File: src/mem_stage_pkg.sv
package mem_stage_pkg;

   localparam int xlen = 32;

   typedef logic [xlen-1:0] word_t;
   typedef logic [4:0]      reg_idx_t;
   typedef logic [11:0]     csr_addr_t;
   typedef logic [3:0]      be_t;
   typedef logic [2:0]      funct3_t;

   // addi x0,x0,0
   localparam word_t nop_instr = 32'h0000_0013;

   // load/store width and sign codes
   localparam funct3_t f3_byte   = 3'b000;
   localparam funct3_t f3_half   = 3'b001;
   localparam funct3_t f3_word   = 3'b010;
   localparam funct3_t f3_byte_u = 3'b100;
   localparam funct3_t f3_half_u = 3'b101;

   // load view
   typedef struct packed {
      logic [11:0] imm;
      reg_idx_t    rs1;
      funct3_t     funct3;
      reg_idx_t    rd;
      logic [6:0]  opcode;
   } itype_t;

   // store view
   typedef struct packed {
      logic [6:0] imm_hi;
      reg_idx_t   rs2;
      reg_idx_t   rs1;
      funct3_t    funct3;
      logic [4:0] imm_lo;
      logic [6:0] opcode;
   } stype_t;

   typedef union packed {
      word_t  raw;
      itype_t i;
      stype_t s;
   } instr_u;

   typedef struct packed {
      word_t     pc;
      instr_u    instr;
      // effective address
      word_t     alu_res;
      logic      csr_write_en;
      logic      load_reg;
      logic      reg_write_en;
      logic      ld_ready;
      logic      sd_ready;
      reg_idx_t  rd;
      reg_idx_t  op_rs1;
      reg_idx_t  op_rs2;
      word_t     op1;
      word_t     op2;
      word_t     immediate;
      word_t     rd_data;
      csr_addr_t csr_reg;
      word_t     csr_val;
      logic      bubble;
   } stage_fields_t;

   // forwarding fix-ups into a stalled stage
   typedef struct packed {
      logic  op1_en;
      word_t op1;
      logic  op2_en;
      word_t op2;
      logic  csr_en;
      word_t csr_val;
   } overwrite_t;

   typedef struct packed {
      logic  en;
      be_t   we;
      word_t addr;
      word_t wdata;
   } mem_req_t;

   typedef struct packed {
      logic     valid;
      reg_idx_t rd;
      word_t    data;
   } load_res_t;

endpackage
File: src/mem_stage_top.sv
`timescale 1ns/1ns

module mem_stage_top #(
   parameter mem_stage_pkg::word_t rst_instr = mem_stage_pkg::nop_instr
) (
   input  logic                         clk,
   input  logic                         reset,
   input  logic                         i_flush,
   input  logic                         i_en,
   input  mem_stage_pkg::stage_fields_t i_fields,
   input  mem_stage_pkg::overwrite_t    i_ovr,
   input  mem_stage_pkg::word_t         i_mem_rdata,
   output mem_stage_pkg::stage_fields_t o_fields,
   output mem_stage_pkg::mem_req_t      o_mem_req,
   output mem_stage_pkg::load_res_t     o_load
);

   mem_stage_pkg::stage_fields_t stage_q;
   mem_stage_pkg::funct3_t       rd_funct3;
   mem_stage_pkg::reg_idx_t      rd_idx;
   logic [1:0]                   rd_offset;
   logic                         rd_valid;

   pipe_stage_reg #(
      .rst_instr(rst_instr)
   ) u_stage_reg (
      .clk      (clk),
      .reset    (reset),
      .i_flush  (i_flush),
      .i_en     (i_en),
      .i_fields (i_fields),
      .i_ovr    (i_ovr),
      .o_fields (stage_q)
   );

   assign o_fields = stage_q;

   data_mem_port u_mem_port (
      .clk        (clk),
      .reset      (reset),
      .i_fields   (stage_q),
      .o_mem_req  (o_mem_req),
      .o_rd_valid (rd_valid),
      .o_funct3   (rd_funct3),
      .o_offset   (rd_offset),
      .o_rd       (rd_idx)
   );

   // result lands one cycle after the request
   load_align u_load_align (
      .i_rd_valid  (rd_valid),
      .i_funct3    (rd_funct3),
      .i_offset    (rd_offset),
      .i_rd        (rd_idx),
      .i_mem_rdata (i_mem_rdata),
      .o_load      (o_load)
   );

endmodule

File: src/load_align.sv
`timescale 1ns/1ns

module load_align (
   input  logic                     i_rd_valid,
   input  mem_stage_pkg::funct3_t   i_funct3,
   input  logic [1:0]               i_offset,
   input  mem_stage_pkg::reg_idx_t  i_rd,
   input  mem_stage_pkg::word_t     i_mem_rdata,
   output mem_stage_pkg::load_res_t o_load
);

   logic [7:0]  byte_sel;
   logic [15:0] half_sel;

   // lane pick by low address bits
   always_comb begin
      case (i_offset)
         2'd0: byte_sel = i_mem_rdata[7:0];
         2'd1: byte_sel = i_mem_rdata[15:8];
         2'd2: byte_sel = i_mem_rdata[23:16];
         default: byte_sel = i_mem_rdata[31:24];
      endcase
   end

   assign half_sel = i_offset[1] ? i_mem_rdata[31:16] : i_mem_rdata[15:0];

   always_comb begin
      o_load.valid = i_rd_valid;
      o_load.rd    = i_rd;
      case (i_funct3)
         mem_stage_pkg::f3_byte: begin
            o_load.data = {{24{byte_sel[7]}}, byte_sel};
         end
         mem_stage_pkg::f3_half: begin
            o_load.data = {{16{half_sel[15]}}, half_sel};
         end
         mem_stage_pkg::f3_byte_u: begin
            o_load.data = {24'd0, byte_sel};
         end
         mem_stage_pkg::f3_half_u: begin
            o_load.data = {16'd0, half_sel};
         end
         mem_stage_pkg::f3_word: begin
            o_load.data = i_mem_rdata;
         end
         default: begin
            // reserved codes, pass the word
            o_load.data = i_mem_rdata;
         end
      endcase
   end

endmodule

File: src/data_mem_port.sv
`timescale 1ns/1ns

module data_mem_port (
   input  logic                         clk,
   input  logic                         reset,
   input  mem_stage_pkg::stage_fields_t i_fields,
   output mem_stage_pkg::mem_req_t      o_mem_req,
   output logic                         o_rd_valid,
   output mem_stage_pkg::funct3_t       o_funct3,
   output logic [1:0]                   o_offset,
   output mem_stage_pkg::reg_idx_t      o_rd
);

   mem_stage_pkg::itype_t i_view;
   mem_stage_pkg::stype_t s_view;
   mem_stage_pkg::be_t    width_mask;
   mem_stage_pkg::word_t  lane_data;
   logic [1:0]            offset;
   logic                  access;
   logic                  is_store;

   assign i_view   = i_fields.instr.i;
   assign s_view   = i_fields.instr.s;
   assign offset   = i_fields.alu_res[1:0];
   assign access   = !i_fields.bubble && (i_fields.ld_ready || i_fields.sd_ready);
   assign is_store = access && i_fields.sd_ready;

   // byte mask and lane copy by store width
   always_comb begin
      case (s_view.funct3)
         mem_stage_pkg::f3_byte: begin
            width_mask = 4'b0001;
            lane_data  = {4{i_fields.op2[7:0]}};
         end
         mem_stage_pkg::f3_half: begin
            width_mask = 4'b0011;
            lane_data  = {2{i_fields.op2[15:0]}};
         end
         default: begin
            width_mask = 4'b1111;
            lane_data  = i_fields.op2;
         end
      endcase
   end

   assign o_mem_req.en    = access;
   assign o_mem_req.we    = is_store ? mem_stage_pkg::be_t'(width_mask << offset) : '0;
   assign o_mem_req.addr  = {i_fields.alu_res[31:2], 2'b00};
   assign o_mem_req.wdata = lane_data;

   // ram answers one cycle after the request
   always_ff @(posedge clk) begin
      if (reset) begin
         o_rd_valid <= 1'b0;
      end else begin
         o_rd_valid <= access && !is_store;
      end
   end

   always_ff @(posedge clk) begin
      o_funct3 <= i_view.funct3;
      o_offset <= offset;
      o_rd     <= i_view.rd;
   end

endmodule

File: src/pipe_stage_reg.sv
`timescale 1ns/1ns

module pipe_stage_reg #(
   parameter mem_stage_pkg::word_t rst_instr = mem_stage_pkg::nop_instr
) (
   input  logic                         clk,
   input  logic                         reset,
   input  logic                         i_flush,
   input  logic                         i_en,
   input  mem_stage_pkg::stage_fields_t i_fields,
   input  mem_stage_pkg::overwrite_t    i_ovr,
   output mem_stage_pkg::stage_fields_t o_fields
);

   mem_stage_pkg::stage_fields_t q;
   mem_stage_pkg::stage_fields_t bubble_val;
   mem_stage_pkg::stage_fields_t din;

   // empty slot, everything zero except the nop word
   always_comb begin
      bubble_val = '0;
      bubble_val.instr.raw = rst_instr;
      bubble_val.bubble = 1'b1;
   end

   // a captured instruction is never a bubble
   always_comb begin
      din = i_fields;
      din.bubble = 1'b0;
   end

   always_ff @(posedge clk) begin
      if (reset || i_flush) begin
         q <= bubble_val;
      end else if (i_en) begin
         q <= din;
      end else begin
         // stalled, only patch forwarded values
         if (i_ovr.op1_en) begin
            q.op1 <= i_ovr.op1;
         end
         if (i_ovr.op2_en) begin
            q.op2 <= i_ovr.op2;
         end
         if (i_ovr.csr_en) begin
            q.csr_val <= i_ovr.csr_val;
         end
      end
   end

   assign o_fields = q;

endmodule

File: config.mk
export PLATFORM = sky130hd
export DESIGN_NAME = mem_stage_top
export DESIGN_NICKNAME = d
export VERILOG_FILES = /design/src/mem_stage_pkg.sv /design/src/mem_stage_top.sv /design/src/load_align.sv /design/src/data_mem_port.sv /design/src/pipe_stage_reg.sv
export SDC_FILE = /design/constraint.sdc
export NUM_CORES = 1
export LEC_CHECK = 0
export ABC_AREA = 1
export BUFFER_PORTS_ARGS = -buffer_cell sky130_fd_sc_hd__buf_4
export CORE_AREA = 3 3 316 318
export DETAILED_ROUTE_END_ITERATION = 12
export DIE_AREA = 0 0 319 321
export PLACE_DENSITY = 0.42
export SLEW_MARGIN = 20
export SYNTH_ARGS = -nofsm -noshare
export SYNTH_HDL_FRONTEND = slang
export SYNTH_SLANG_ARGS = --single-unit
File: constraint.sdc
create_clock -name clk -period 1.6 [get_ports clk]
set_input_delay 0.32 -clock clk [delete_from_list [all_inputs] [get_ports clk]]
set_output_delay 0.32 -clock clk [all_outputs]
set_load 0.01 [all_outputs]
# --- After elaboration in Yosys (flattened, before gate mapping) ---
# Index checks and enable logic that the tools add are counted.
word_totals:
  reg_bits: 300
  latchBits: 0
  mem_bits_rw: 0
  rom_bits: 0
  word_cells: 53
  n_memories: 0
classes:
  addsub: 0
  multipliers: 0
  div_mod_pow: 0
  n_lt_le_gt_ge: 0
  eq_ne: 6
  shift: 1
  mux: 11
  bitwise: 0
  reduce_logical: 13
op_table:
  columns: ["cell", "count"]
  rows:
  - ["two-way mux 32 bit", 4]
  - ["one-hot mux 32 bit (4 select lines)", 1]
  - ["two-way mux 64 bit", 1]
  - ["one-hot mux 32 bit (2 select lines)", 1]
  - ["one-hot mux 8 bit (3 select lines)", 1]
  - ["two-way mux 16 bit", 1]
  - ["one-hot mux 4 bit (2 select lines)", 1]
  - ["equality test 3 x 1 -> 1 bit, second input constant", 2]
  - ["equality test 3 bit, second input constant", 2]
  - ["zero test 3 bit", 2]
  - ["nonzero test 2 bit", 3]
  - ["two-way mux 4 bit", 1]
  - ["<< shifter 4 x 2 -> 4 bit", 1]
  - ["logical AND 1 bit", 3]
  - ["equality test 2 x 1 -> 1 bit, second input constant", 1]
  - ["equality test 2 bit, second input constant", 1]
  - ["zero test 1 bit", 2]
  - ["zero test 2 bit", 1]
  - ["logical OR 1 bit", 2]

# --- Logic depth before layout (Yosys ltp) ---
# Gate-level depths: netlist of the first run.
depth:
  word_depth: 5
  ltp_mapped: 8

# --- Hierarchy ---
# A second synthesis of the first run with hierarchy kept.
hier_totals:
  cells_unflattened: 1884
  area_unflattened_um2: 13016.2
modules_own_cells:
  columns: ["mod", "instances", "cells_per_inst", "area_each_um2", "seq_area_each_um2"]
  rows:
  - ["pipe_stage_reg", 1, 1563, 11143.2, 5785.5]
  - ["data_mem_port", 1, 152, 969.7, 220.2]
  - ["load_align", 1, 169, 903.4, 0.0]

# --- Worst setup path after synthesis of the first run ---
# Ideal clock, no wire load.
synth_timing:
  kind: "register to output"
  start: "register u_stage_reg.q, in the netlist u_stage_reg.o_fields[238]"
  end: "output port o_mem_req[16] (netlist name)"
  t_arrival_ns: 1.217
  setup_slack_ns: 0.063
  stages_incl_launch_ff: 5
  path_buffers: 2
  cell_sequence: "dfxtp_1 > buf_2 > nor2_1 > buf_2 > mux2_1"
synth_rtl:
  columns: ["item", "line_no", "source"]
  rows:
  - ["start: declaration", "pipe_stage_reg.sv:15", "mem_stage_pkg::stage_fields_t q;"]
  - ["start signal: assignment", "pipe_stage_reg.sv:34", "q <= bubble_val;"]
  - ["start signal: assignment", "pipe_stage_reg.sv:36", "q <= din;"]
  - ["end: declaration", "mem_stage_top.sv:14", "output mem_stage_pkg::mem_req_t o_mem_req,"]

==> impl_metrics.ini, run 1 <==
[outcome]
outcome = finished with violations
failing_checks = negative setup slack

[place]
io_buffer_count = 816
place_congestion = 0.879
place.detailed.hpwl_mm = 55.3
placedCellCount = 3874

[cts]
tritoncts_num_sinks = 300
tritoncts_clock_tree = yes
cts.htree.levels = 2
clkLatencyLatePin_ps = 570
clock-root-buffer = sky130_fd_sc_hd__clkbuf_16
cts_buffer_depth = 3
inserted_clock_buffers = 42
clk_pin_slew_worst_paths_ps = 60

[global_routing]
grt_overflow_total = 0
global_route_wire_length_before_repair_mm = 106
grtUsageTotal_pct = 13.5
largest_net_degree_at_the_start_of_global_routing = 69
antenna_found_initial = 3
number_of_global_route_vias_before_repair = 16800

[sta]
final.period_utilization_pct = 132
timing.hold.ws_ps = 54.5
clock-skew-final_ps = 1.13
timing.final.hold_violations = 0
post-route-worst-setup-slack_ps = -518
rsz0062_at_grt = yes
timing.final.crit_period_ps = 2120
max_freq_mhz = 472
totalNegativeSetupSlack_ps = -27690
timing.final.max_slew_violations = 0
setup-violations-final = 61

[logic_synthesis]
post_synth_most_frequent_cells = sky130_fd_sc_hd__nand2_1 (837), sky130_fd_sc_hd__dfxtp_1 (300), sky130_fd_sc_hd__a21oi_1 (226), sky130_fd_sc_hd__inv_1 (127), sky130_fd_sc_hd__nand3_1 (124)
post-synth-top-count-cell = sky130_fd_sc_hd__nand2_1
async_reset_ff_share_pct = 0
number_of_unique_standard_cell_types_used_by_synthesis = 23
netlist.top_cell.by_area = sky130_fd_sc_hd__dfxtp_1
synth.yosys.warnings = 0
synth_area_per_cell_um2 = 6.88
postSynthCellCount = 1845
yosys.area.top_type_share_pct = 47.3
count_of_flip_flops_with_a_built_in_enable_after_synthesis = 0
yosys_register_bits = 300
dominant_cells_by_area_after_synthesis = sky130_fd_sc_hd__dfxtp_1 (47%), sky130_fd_sc_hd__nand2_1 (25%), sky130_fd_sc_hd__a21oi_1 (8.9%)
syn_area_um2 = 12700
yosys_most_used_dff = sky130_fd_sc_hd__dfxtp_1
ys_seq_area_share_pct = 47.3

[setup_path]
highest_cell_delay_on_the_worst_timing_path_ps = 410
critical_path.max_fanout = 6
cp.depth = 8
critPathBufInv = 4
worst-endpoint-required_ps = 1280
crit_path_top_delay_cell = sky130_fd_sc_hd__dfxtp_4
worstRegToRegCells = 6
timing.critical_path.from_type = flop
kind_of_critical_path = reg2out
crit_family = buffers and inverters
timing.critical_path.cells = inv_6, buf_6, buf_12, nand2_4, nand2_4, a21oi_2, a21oi_2, buf_4
critPathArrivalTime_ps = 1800
endpoint_kind = output port

[floorplan]
io_pins = 820
die_h_um = 321
rows = 114
core-area_um2 = 96900
initial_utilization_pct = 13.1
fp.dieW_um = 319
floorplan.die_area_um2 = 102000

[finish]
drive_gt1_share_pct = 38.4
num-nets-final = 3424
count_of_inserted_antenna_diode_cells = 0
layout.filler_cells = 10600
area_growth_syn_to_layout_pct = 110
final_core_util_pct = 27.5
post_layout_nonfiller_instances = 4304

[power]
leakage_nw = 12.8
power-per-cell-area_nw_per_um2 = 822
power.ir.vdd_worst_uv = 621

[detailed_routing]
wirelength_mm = 73.1
drt_pass1_iterations = 7
routed_wire_length_per_instance_um = 17.0
detail_route.iter0.violations = 707
route.detailed.vias_per_inst = 3.81
detail-route-antenna-nets = 0
num_vias = 16400
remaining_drcs = 0

[min_path]
worstHoldPathCells = 3
hold_path_class = in2reg

[job]
maxCapViolations = 0
==> where the power goes <==
group | switching [mW] | internal [mW] | leakage [nW]
combinational | 2.01 | 2.55 | 9.67
sequential | 0.214 | 7.73 | 2.46
clock | 3.73 | 5.63 | 0.661
total | 5.95 | 15.9 | 12.8
==> kinds of logic after synthesis <==
kind of cell           share of synthesized area [%]
AO/OA/AOI/OAI                                   10.3
multiplexers                                   0.710
other                                         0.0296
AND/OR/NAND/NOR                                 30.7
flip-flops                                      47.3
buffers and inverters                           10.9
==> area by class of cell <==
type                    count  area, µm²  share of cell area [%]
clock buffers              58       1180                    4.44
clock inverters            14        169                   0.635
inverters                 130        509                    1.92
multi-input cells        1256       6050                    22.8
flip-flops and latches    300       6060                    22.8
well taps                1276       1600                    6.00
repair buffers           1270      11000                    41.5
==> metal layers <==
layer	GRT usage, %	share of wire, %
met5	0	0.018
met4	4.48	3.1
met3	3.43	6.6
met2	24.1	50
met1	15.8	40
==> per-stage QoR <==
step	instance area [µm²]	setup slack [ps]	power [mW]
floorplan	12700	63.3	9.33
global placement	20500	-171	11.5
detailed placement	20500	-160	11.5
CTS	26100	-569	22.1
global route	26600	-618	22.9
finish	26600	-518	21.9
==> flip-flops by register name (all words and copies together) (netlist names) <==
signal,cells
u_mem_port.o_funct3,3
u_mem_port.o_rd,5
u_mem_port.o_offset,2
u_stage_reg.o_fields,289
u_mem_port.o_rd_valid,1
==> layout by cell type (no fill, tap or decap), drive strengths merged <==
master | synthesis | final
buf | 118 | 939
conb | 1 | 2
nor3 | 4 | 4
nand3 | 124 | 124
mux2 | 8 | 8
clkbuf | 42 | 59
dlygate4sd3 | 0 | 330
nor4 | 1 | 1
dfxtp | 300 | 300
nor2 | 24 | 24
a21oi | 226 | 226
a31oi | 1 | 1
clkinv | 1 | 8
o211ai | 8 | 8
inv | 129 | 131
o21ai | 21 | 21
bufinv | 0 | 3
clkinvlp | 0 | 2
nand2 | 837 | 837
==> final timing paths <==
check,slack (ps),to,from
setup reg to reg,240,u_stage_reg.o_fields[121],u_stage_reg.o_fields[121]
hold reg to reg,370,u_mem_port.o_rd[3],u_stage_reg.o_fields[235]
hold / removal,50,u_stage_reg.o_fields[272],i_fields[272]
setup / recovery,-520,o_load[8],u_mem_port.o_offset[1]
==> what timing repair did <==
item / in CTS / in global routing
hold buffers: 330 / 0
cloned: 4 / 1
endpoints found under the setup margin: 84 / 65
hold endpoints to repair: 260 / 0
resized for setup: 231 / 85
setup buffers: 16 / 11
pin swaps: 27 / 24
==> worst register-to-register path, stage by stage (launching register included) <==
cell,delay [ps]
sky130_fd_sc_hd__dfxtp_4,360
sky130_fd_sc_hd__buf_6,130
sky130_fd_sc_hd__nand2_1,60
sky130_fd_sc_hd__nand3_1,70
sky130_fd_sc_hd__dlygate4sd3_1,560
sky130_fd_sc_hd__nand2_1,60
sky130_fd_sc_hd__inv_1,30
Power figures use the tool's default switching activity.
==> run 2, diff against run 1 <==
--- a/config.mk
+++ b/config.mk
@@ -11,6 +11,7 @@
 export DETAILED_ROUTE_END_ITERATION = 12
 export DIE_AREA = 0 0 319 321
 export PLACE_DENSITY = 0.42
+export REMOVE_ABC_BUFFERS = 1
 export SLEW_MARGIN = 20
 export SYNTH_ARGS = -nofsm -noshare
 export SYNTH_HDL_FRONTEND = slang
==> impl_metrics.ini, run 2 (same netlist as run 1, synthesis figures left out) <==
[power]
part_of_the_total_power_dissipated_in_the_clock_network_pct = 43.2
intPower_mw = 15.9
netSwitchingPower_mw = 5.88
power-per-cell-area_nw_per_um2 = 833
swShare_pct = 27.0
pwr-share-seq_pct = 36.4
leakage_nw = 12.6
power.ir.vdd_worst_uv = 653
power.share.combinational_pct = 20.4

[min_path]
hold_end = u_stage_reg.o_fields[56]
worstHoldPathCells = 3
hold_path_class = in2reg
hold_start = i_fields[56]

[finish]
post_layout_nonfiller_instances = 4279
final_core_util_pct = 27.0
drive_gt1_share_pct = 37.1
num-nets-final = 3397
mostFrequentLayoutCell = sky130_fd_sc_hd__buf_4
largest_reg_flops = 289
layout.filler_cells = 10700
area_growth_syn_to_layout_pct = 106
final_cell_mix = sky130_fd_sc_hd__buf_4 (833), sky130_fd_sc_hd__nand2_1 (815), sky130_fd_sc_hd__dlygate4sd3_1 (317), sky130_fd_sc_hd__dfxtp_1 (282), sky130_fd_sc_hd__a21oi_1 (200)
count_of_inserted_antenna_diode_cells = 0

[detailed_routing]
num_vias = 16200
wirelength_mm = 73.6
drt_pass1_iterations = 4
remaining_drcs = 0
route.detailed.vias_per_inst = 3.79
detail_route.iter0.violations = 700
routed_wire_length_per_instance_um = 17.2
detail-route-antenna-nets = 0

[setup_path]
highest_cell_delay_on_the_worst_timing_path_ps = 350
critPathArrivalTime_ps = 1810
endpoint_kind = output port
critical_path.max_fanout = 8
regToRegEndpoint = u_stage_reg.o_fields[125]
crit_path_top_delay_cell = sky130_fd_sc_hd__dfxtp_4
worst-endpoint-required_ps = 1280
worstRegToRegCells = 5
timing.critical_path.from_type = flop
r2r-start = u_stage_reg.o_fields[125]
kind_of_critical_path = reg2out
flop2flop_setup_slack_ps = 250
timing.critical_path.cells = buf_4, nor2_4, buf_8, mux2_4, buf_6

[cts]
cts_buffer_depth = 3
cts.htree.levels = 2
clkLatencyLatePin_ps = 560
clock-root-buffer = sky130_fd_sc_hd__clkbuf_16
tritoncts_num_sinks = 300
inserted_clock_buffers = 40
tritoncts_clock_tree = yes
clk_pin_slew_worst_paths_ps = 60

[sta]
timing.hold.ws_ps = 61.7
rsz0062_at_grt = yes
timing.final.max_slew_violations = 0
timing.final.hold_violations = 0
clock-skew-final_ps = 6.43
final.period_utilization_pct = 133
max_freq_mhz = 469
timing.final.crit_period_ps = 2130
setup-violations-final = 61
post-route-worst-setup-slack_ps = -533

[global_routing]
grtUsageTotal_pct = 13.6
grt_overflow_total = 0
antenna_found_initial = 1
largest_net_degree_at_the_start_of_global_routing = 63
global_route_wire_length_before_repair_mm = 106
number_of_global_route_vias_before_repair = 16400

[floorplan]
io_pins = 820
core-area_um2 = 96900
initial_utilization_pct = 13.1
fp.dieW_um = 319
rows = 114
floorplan.die_area_um2 = 102000
die_h_um = 321

[place]
place.detailed.hpwl_mm = 56.5
place_congestion = 0.853
placedCellCount = 3873
io_buffer_count = 816

[job]
maxCapViolations = 0

[outcome]
failing_checks = negative setup slack
outcome = finished with violations
==> run 2: cell count changes in the layout (fill, tap and decap cells not counted), sizes merged <==
cell,delta
clkinvlp,-1
clkbuf,+2
clkinv,+2
dlygate4sd3,-13
inv,-2
buf,-13
==> run 2: area by class of cell <==
type / count / area, µm² / area share [%]
timing repair buffer: 1245 / 10800 / 41.2
sequential: 300 / 6040 / 23.1
multi-input combinational: 1256 / 5870 / 22.4
tap: 1276 / 1600 / 6.10
clock buffer: 59 / 1200 / 4.60
inverter: 130 / 512 / 1.96
clock inverter: 13 / 154 / 0.588
==> run 2: metal layers <==
metal	vias to the layer above	share of wire, %	global-route usage, %
met5	-	0.018	0
met4	2	2.0	3.17
met3	85	7.7	4.31
met2	560	50	24.1
met1	7586	40	15.8
li1	7983	-	-
==> run 2: power by group through the flow <==
stage                     Combinational, mW  Sequential [mW]  Clock, mW
final                                  4.45             7.93       9.42
after global routing                   4.82             7.96       10.1
after CTS                              4.34             7.93       9.89
after detailed placement               3.46             8.09          0
after global placement                 3.46             8.08          0
after floorplan                       0.923             8.19          0
==> run 2: how the worst max path moves through the flow <==
stage,end,start,depth (start not counted),slack (ps)
after floorplan,u_stage_reg.o_fields[100],i_flush,3,-2860
after global placement,o_load[5],u_mem_port.o_offset[0],8,-250
after detailed placement,o_load[5],u_mem_port.o_offset[1],7,-260
after CTS,o_load[26],u_mem_port.o_offset[1],7,-570
after global routing,o_load[28],u_mem_port.o_funct3[2],6,-630
final,o_mem_req[19],u_stage_reg.o_fields[238],5,-530
==> run 2: critical path, delay by kind of cell (launching register included) <==
family	cells	cell delay (ps)
buffers and inverters	3	440
DFF	1	350
muxes	1	320
and+or+nand+nor	1	140
==> run 2: what timing repair did <==
| item | in CTS | in global routing |
|---|---|---|
| cloned | 1 | 3 |
| resized for setup | 125 | 101 |
| endpoints found under the hold margin | 266 | 0 |
| endpoints found under the setup margin | 76 | 62 |
| hold buffers | 317 | 0 |
| pin swaps | 16 | 24 |
| setup buffers | 10 | 4 |
==> run 2: stage by stage <==
step | total power, mW | instance area, µm² | setup TNS [ps] | setup WS, ps
floorplan | 9.11 | 11800 | -640960 | -2860
detailed placement | 11.5 | 20600 | -2070 | -256
global placement | 11.5 | 20600 | -2000 | -247
CTS | 22.2 | 25700 | -31300 | -573
finish | 21.8 | 26200 | -29030 | -533
global route | 22.9 | 26200 | -35760 | -635
==> run 3, diff against run 2 <==
--- a/config.mk
+++ b/config.mk
@@ -5,12 +5,11 @@
 export SDC_FILE = /design/constraint.sdc
 export NUM_CORES = 1
 export LEC_CHECK = 0
-export ABC_AREA = 1
 export BUFFER_PORTS_ARGS = -buffer_cell sky130_fd_sc_hd__buf_4
-export CORE_AREA = 3 3 316 318
+export CORE_AREA = 2 2 319 321
 export DETAILED_ROUTE_END_ITERATION = 12
-export DIE_AREA = 0 0 319 321
-export PLACE_DENSITY = 0.42
+export DIE_AREA = 0 0 321 323
+export PLACE_DENSITY = 0.41
 export REMOVE_ABC_BUFFERS = 1
 export SLEW_MARGIN = 20
 export SYNTH_ARGS = -nofsm -noshare
==> impl_metrics.ini, run 3 <==
[outcome]
outcome = finished with violations
failing_checks = negative setup slack

[power]
leakage_nw = 12.3
power.ir.vdd_worst_uv = 784
power-per-cell-area_nw_per_um2 = 818

[logic_synthesis]
netlist.top_cell.by_area = sky130_fd_sc_hd__dfxtp_1
yosys.area.top_type_share_pct = 46.4
synth.yosys.warnings = 0
post-synth-top-count-cell = sky130_fd_sc_hd__dfxtp_1
count_of_flip_flops_with_a_built_in_enable_after_synthesis = 0
syn_area_um2 = 13000
ys_seq_area_share_pct = 46.4
post_synth_most_frequent_cells = sky130_fd_sc_hd__dfxtp_1 (300), sky130_fd_sc_hd__nor2_1 (297), sky130_fd_sc_hd__mux2i_1 (296), sky130_fd_sc_hd__mux2_2 (97), sky130_fd_sc_hd__buf_2 (74)
dominant_cells_by_area_after_synthesis = sky130_fd_sc_hd__dfxtp_1 (46%), sky130_fd_sc_hd__mux2i_1 (23%), sky130_fd_sc_hd__nor2_1 (8.6%)
async_reset_ff_share_pct = 0
synth_area_per_cell_um2 = 10.2
yosys_register_bits = 300
yosys_most_used_dff = sky130_fd_sc_hd__dfxtp_1
postSynthCellCount = 1268
number_of_unique_standard_cell_types_used_by_synthesis = 34

[floorplan]
fp.dieW_um = 321
initial_utilization_pct = 12.9
core-area_um2 = 101000
die_h_um = 323
floorplan.die_area_um2 = 104000
io_pins = 820
rows = 117

[sta]
timing.final.crit_period_ps = 2330
totalNegativeSetupSlack_ps = -34690
setup-violations-final = 63
post-route-worst-setup-slack_ps = -727
final.period_utilization_pct = 145
rsz0062_at_grt = yes
max_freq_mhz = 430
timing.final.max_slew_violations = 0
timing.final.hold_violations = 0
timing.hold.ws_ps = 51.3
clock-skew-final_ps = 8.38

[detailed_routing]
route.detailed.vias_per_inst = 3.62
drt_pass1_iterations = 4
routed_wire_length_per_instance_um = 17.3
detail_route.iter0.violations = 429
wirelength_mm = 64.7
remaining_drcs = 0
num_vias = 13500
detail-route-antenna-nets = 0

[cts]
inserted_clock_buffers = 40
cts_buffer_depth = 3
clk_pin_slew_worst_paths_ps = 60
cts.htree.levels = 2
clock-root-buffer = sky130_fd_sc_hd__clkbuf_16
tritoncts_clock_tree = yes
clkLatencyLatePin_ps = 570
tritoncts_num_sinks = 300

[setup_path]
worst-endpoint-required_ps = 1280
critPathLaunch = u_mem_port.o_offset[0]
kind_of_critical_path = reg2out
timing.critical_path.from_type = flop
critical_path.max_fanout = 10
critPathArrivalTime_ps = 2010
r2r-start = u_stage_reg.o_fields[226]
endpoint_kind = output port

[min_path]
hold_path_class = in2reg
hold_start = i_fields[138]

[place]
place.detailed.hpwl_mm = 49.7
place_congestion = 0.831
io_buffer_count = 816

[finish]
largest_reg_flops = 289
count_of_inserted_antenna_diode_cells = 0
area_growth_syn_to_layout_pct = 102
drive_gt1_share_pct = 47.6
final_cell_mix = sky130_fd_sc_hd__buf_4 (825), sky130_fd_sc_hd__mux2i_1 (294), sky130_fd_sc_hd__dlygate4sd3_1 (290), sky130_fd_sc_hd__nor2_1 (286), sky130_fd_sc_hd__dfxtp_1 (279)
num-nets-final = 2827
mostFrequentLayoutCell = sky130_fd_sc_hd__buf_4
layout.filler_cells = 10900

[global_routing]
global_route_wire_length_before_repair_mm = 91.2
number_of_global_route_vias_before_repair = 14000
grtUsageTotal_pct = 11.7
antenna_found_initial = 1
grt_overflow_total = 0
largest_net_degree_at_the_start_of_global_routing = 51

[job]
maxCapViolations = 0
run 3: cell types whose count changed after synthesis, moves of 107 or more:
cell | before | now
sky130_fd_sc_hd__nor2_1 | 18 | 297
sky130_fd_sc_hd__a21oi_1 | 226 | 9
sky130_fd_sc_hd__mux2i_1 | 0 | 296
sky130_fd_sc_hd__nand2_1 | 837 | 28
sky130_fd_sc_hd__nand3_1 | 124 | 17
sky130_fd_sc_hd__inv_1 | 127 | 2
run 3: worst paths after layout:
path / end / slack [ps] / cells past startpoint
max: o_load[10] / -730 / 5
min: u_stage_reg.o_fields[138] / 50 / 3
max reg2reg: u_stage_reg.o_fields[226] / 430 / 3
min reg2reg: u_mem_port.o_rd[4] / 370 / 0
run 3: through the flow:
| step | util (%) | power [mW] | instance area, µm² | setup slack (ps) | instances |
|---|---|---|---|---|---|
| after CTS | 25.7 | 21.8 | 25900 | -805 | 3735 |
| after detailed placement | 20.9 | 11.7 | 21100 | -238 | 3360 |
| final | 25.9 | 21.4 | 26100 | -727 | 3742 |
| after global placement | 20.9 | 11.7 | 21100 | -251 | 3360 |
| after floorplan | - | 9.31 | 12200 | -1570 | 1135 |
| after global routing | 25.9 | 22.4 | 26100 | -825 | 3742 |
run 3: layout make-up:
type,instances,area [µm²],share of cell area (%)
Clock buffer,61,1160,4.44
Clock inverter,11,123,0.469
Inverter,2,10.0,0.0383
Multi-Input combinational cell,834,6520,24.9
Sequential cell,300,6050,23.2
Tap cell,1309,1640,6.27
Timing Repair Buffer,1225,10600,40.7
run 3: kinds of logic (layout without fill, tap and decap cells):
logic type             Yosys count  count (layout)  synth area share (%)
multiplexers                   418             419                  33.5
AND/OR/NAND/NOR                372             372                  11.8
flip-flops                     300             300                  46.4
AO/OA/AOI/OAI                   41              41                  2.32
buffers and inverters          136            1299                  5.99
other                            1               2                0.0289
run 3: per-layer routing:
layer / track usage (%) / vias to the layer above / share of wire, %
li1: - / 6585 / -
met1: 12.7 / 6332 / 38
met2: 21.4 / 519 / 51
met3: 3.69 / 98 / 7.3
met4: 4.01 / 2 / 3.3
met5: 0 / - / 0.017
run 3: power by group:
group	switching, mW	internal [mW]
clock	3.63	5.32
combinational	1.79	2.67
sequential	0.216	7.74
total	5.63	15.7
run 3: what timing repair did:
item                                   4_1_cts  5_1_grt
cloned                                       4        1
pin swaps                                   10       17
setup buffers                               10       13
endpoints found under the hold margin      287        0
gates resized for setup                    141       66
hold buffers                               290        0
setup endpoints to repair                   76       71
run 3: worst max-delay path, cell delays in order (launching register included):
cell	delay (ps)
sky130_fd_sc_hd__dfxtp_4	390
sky130_fd_sc_hd__mux2_4	320
sky130_fd_sc_hd__a22oi_2	230
sky130_fd_sc_hd__buf_12	180
sky130_fd_sc_hd__nand4_1	140
sky130_fd_sc_hd__buf_4	180
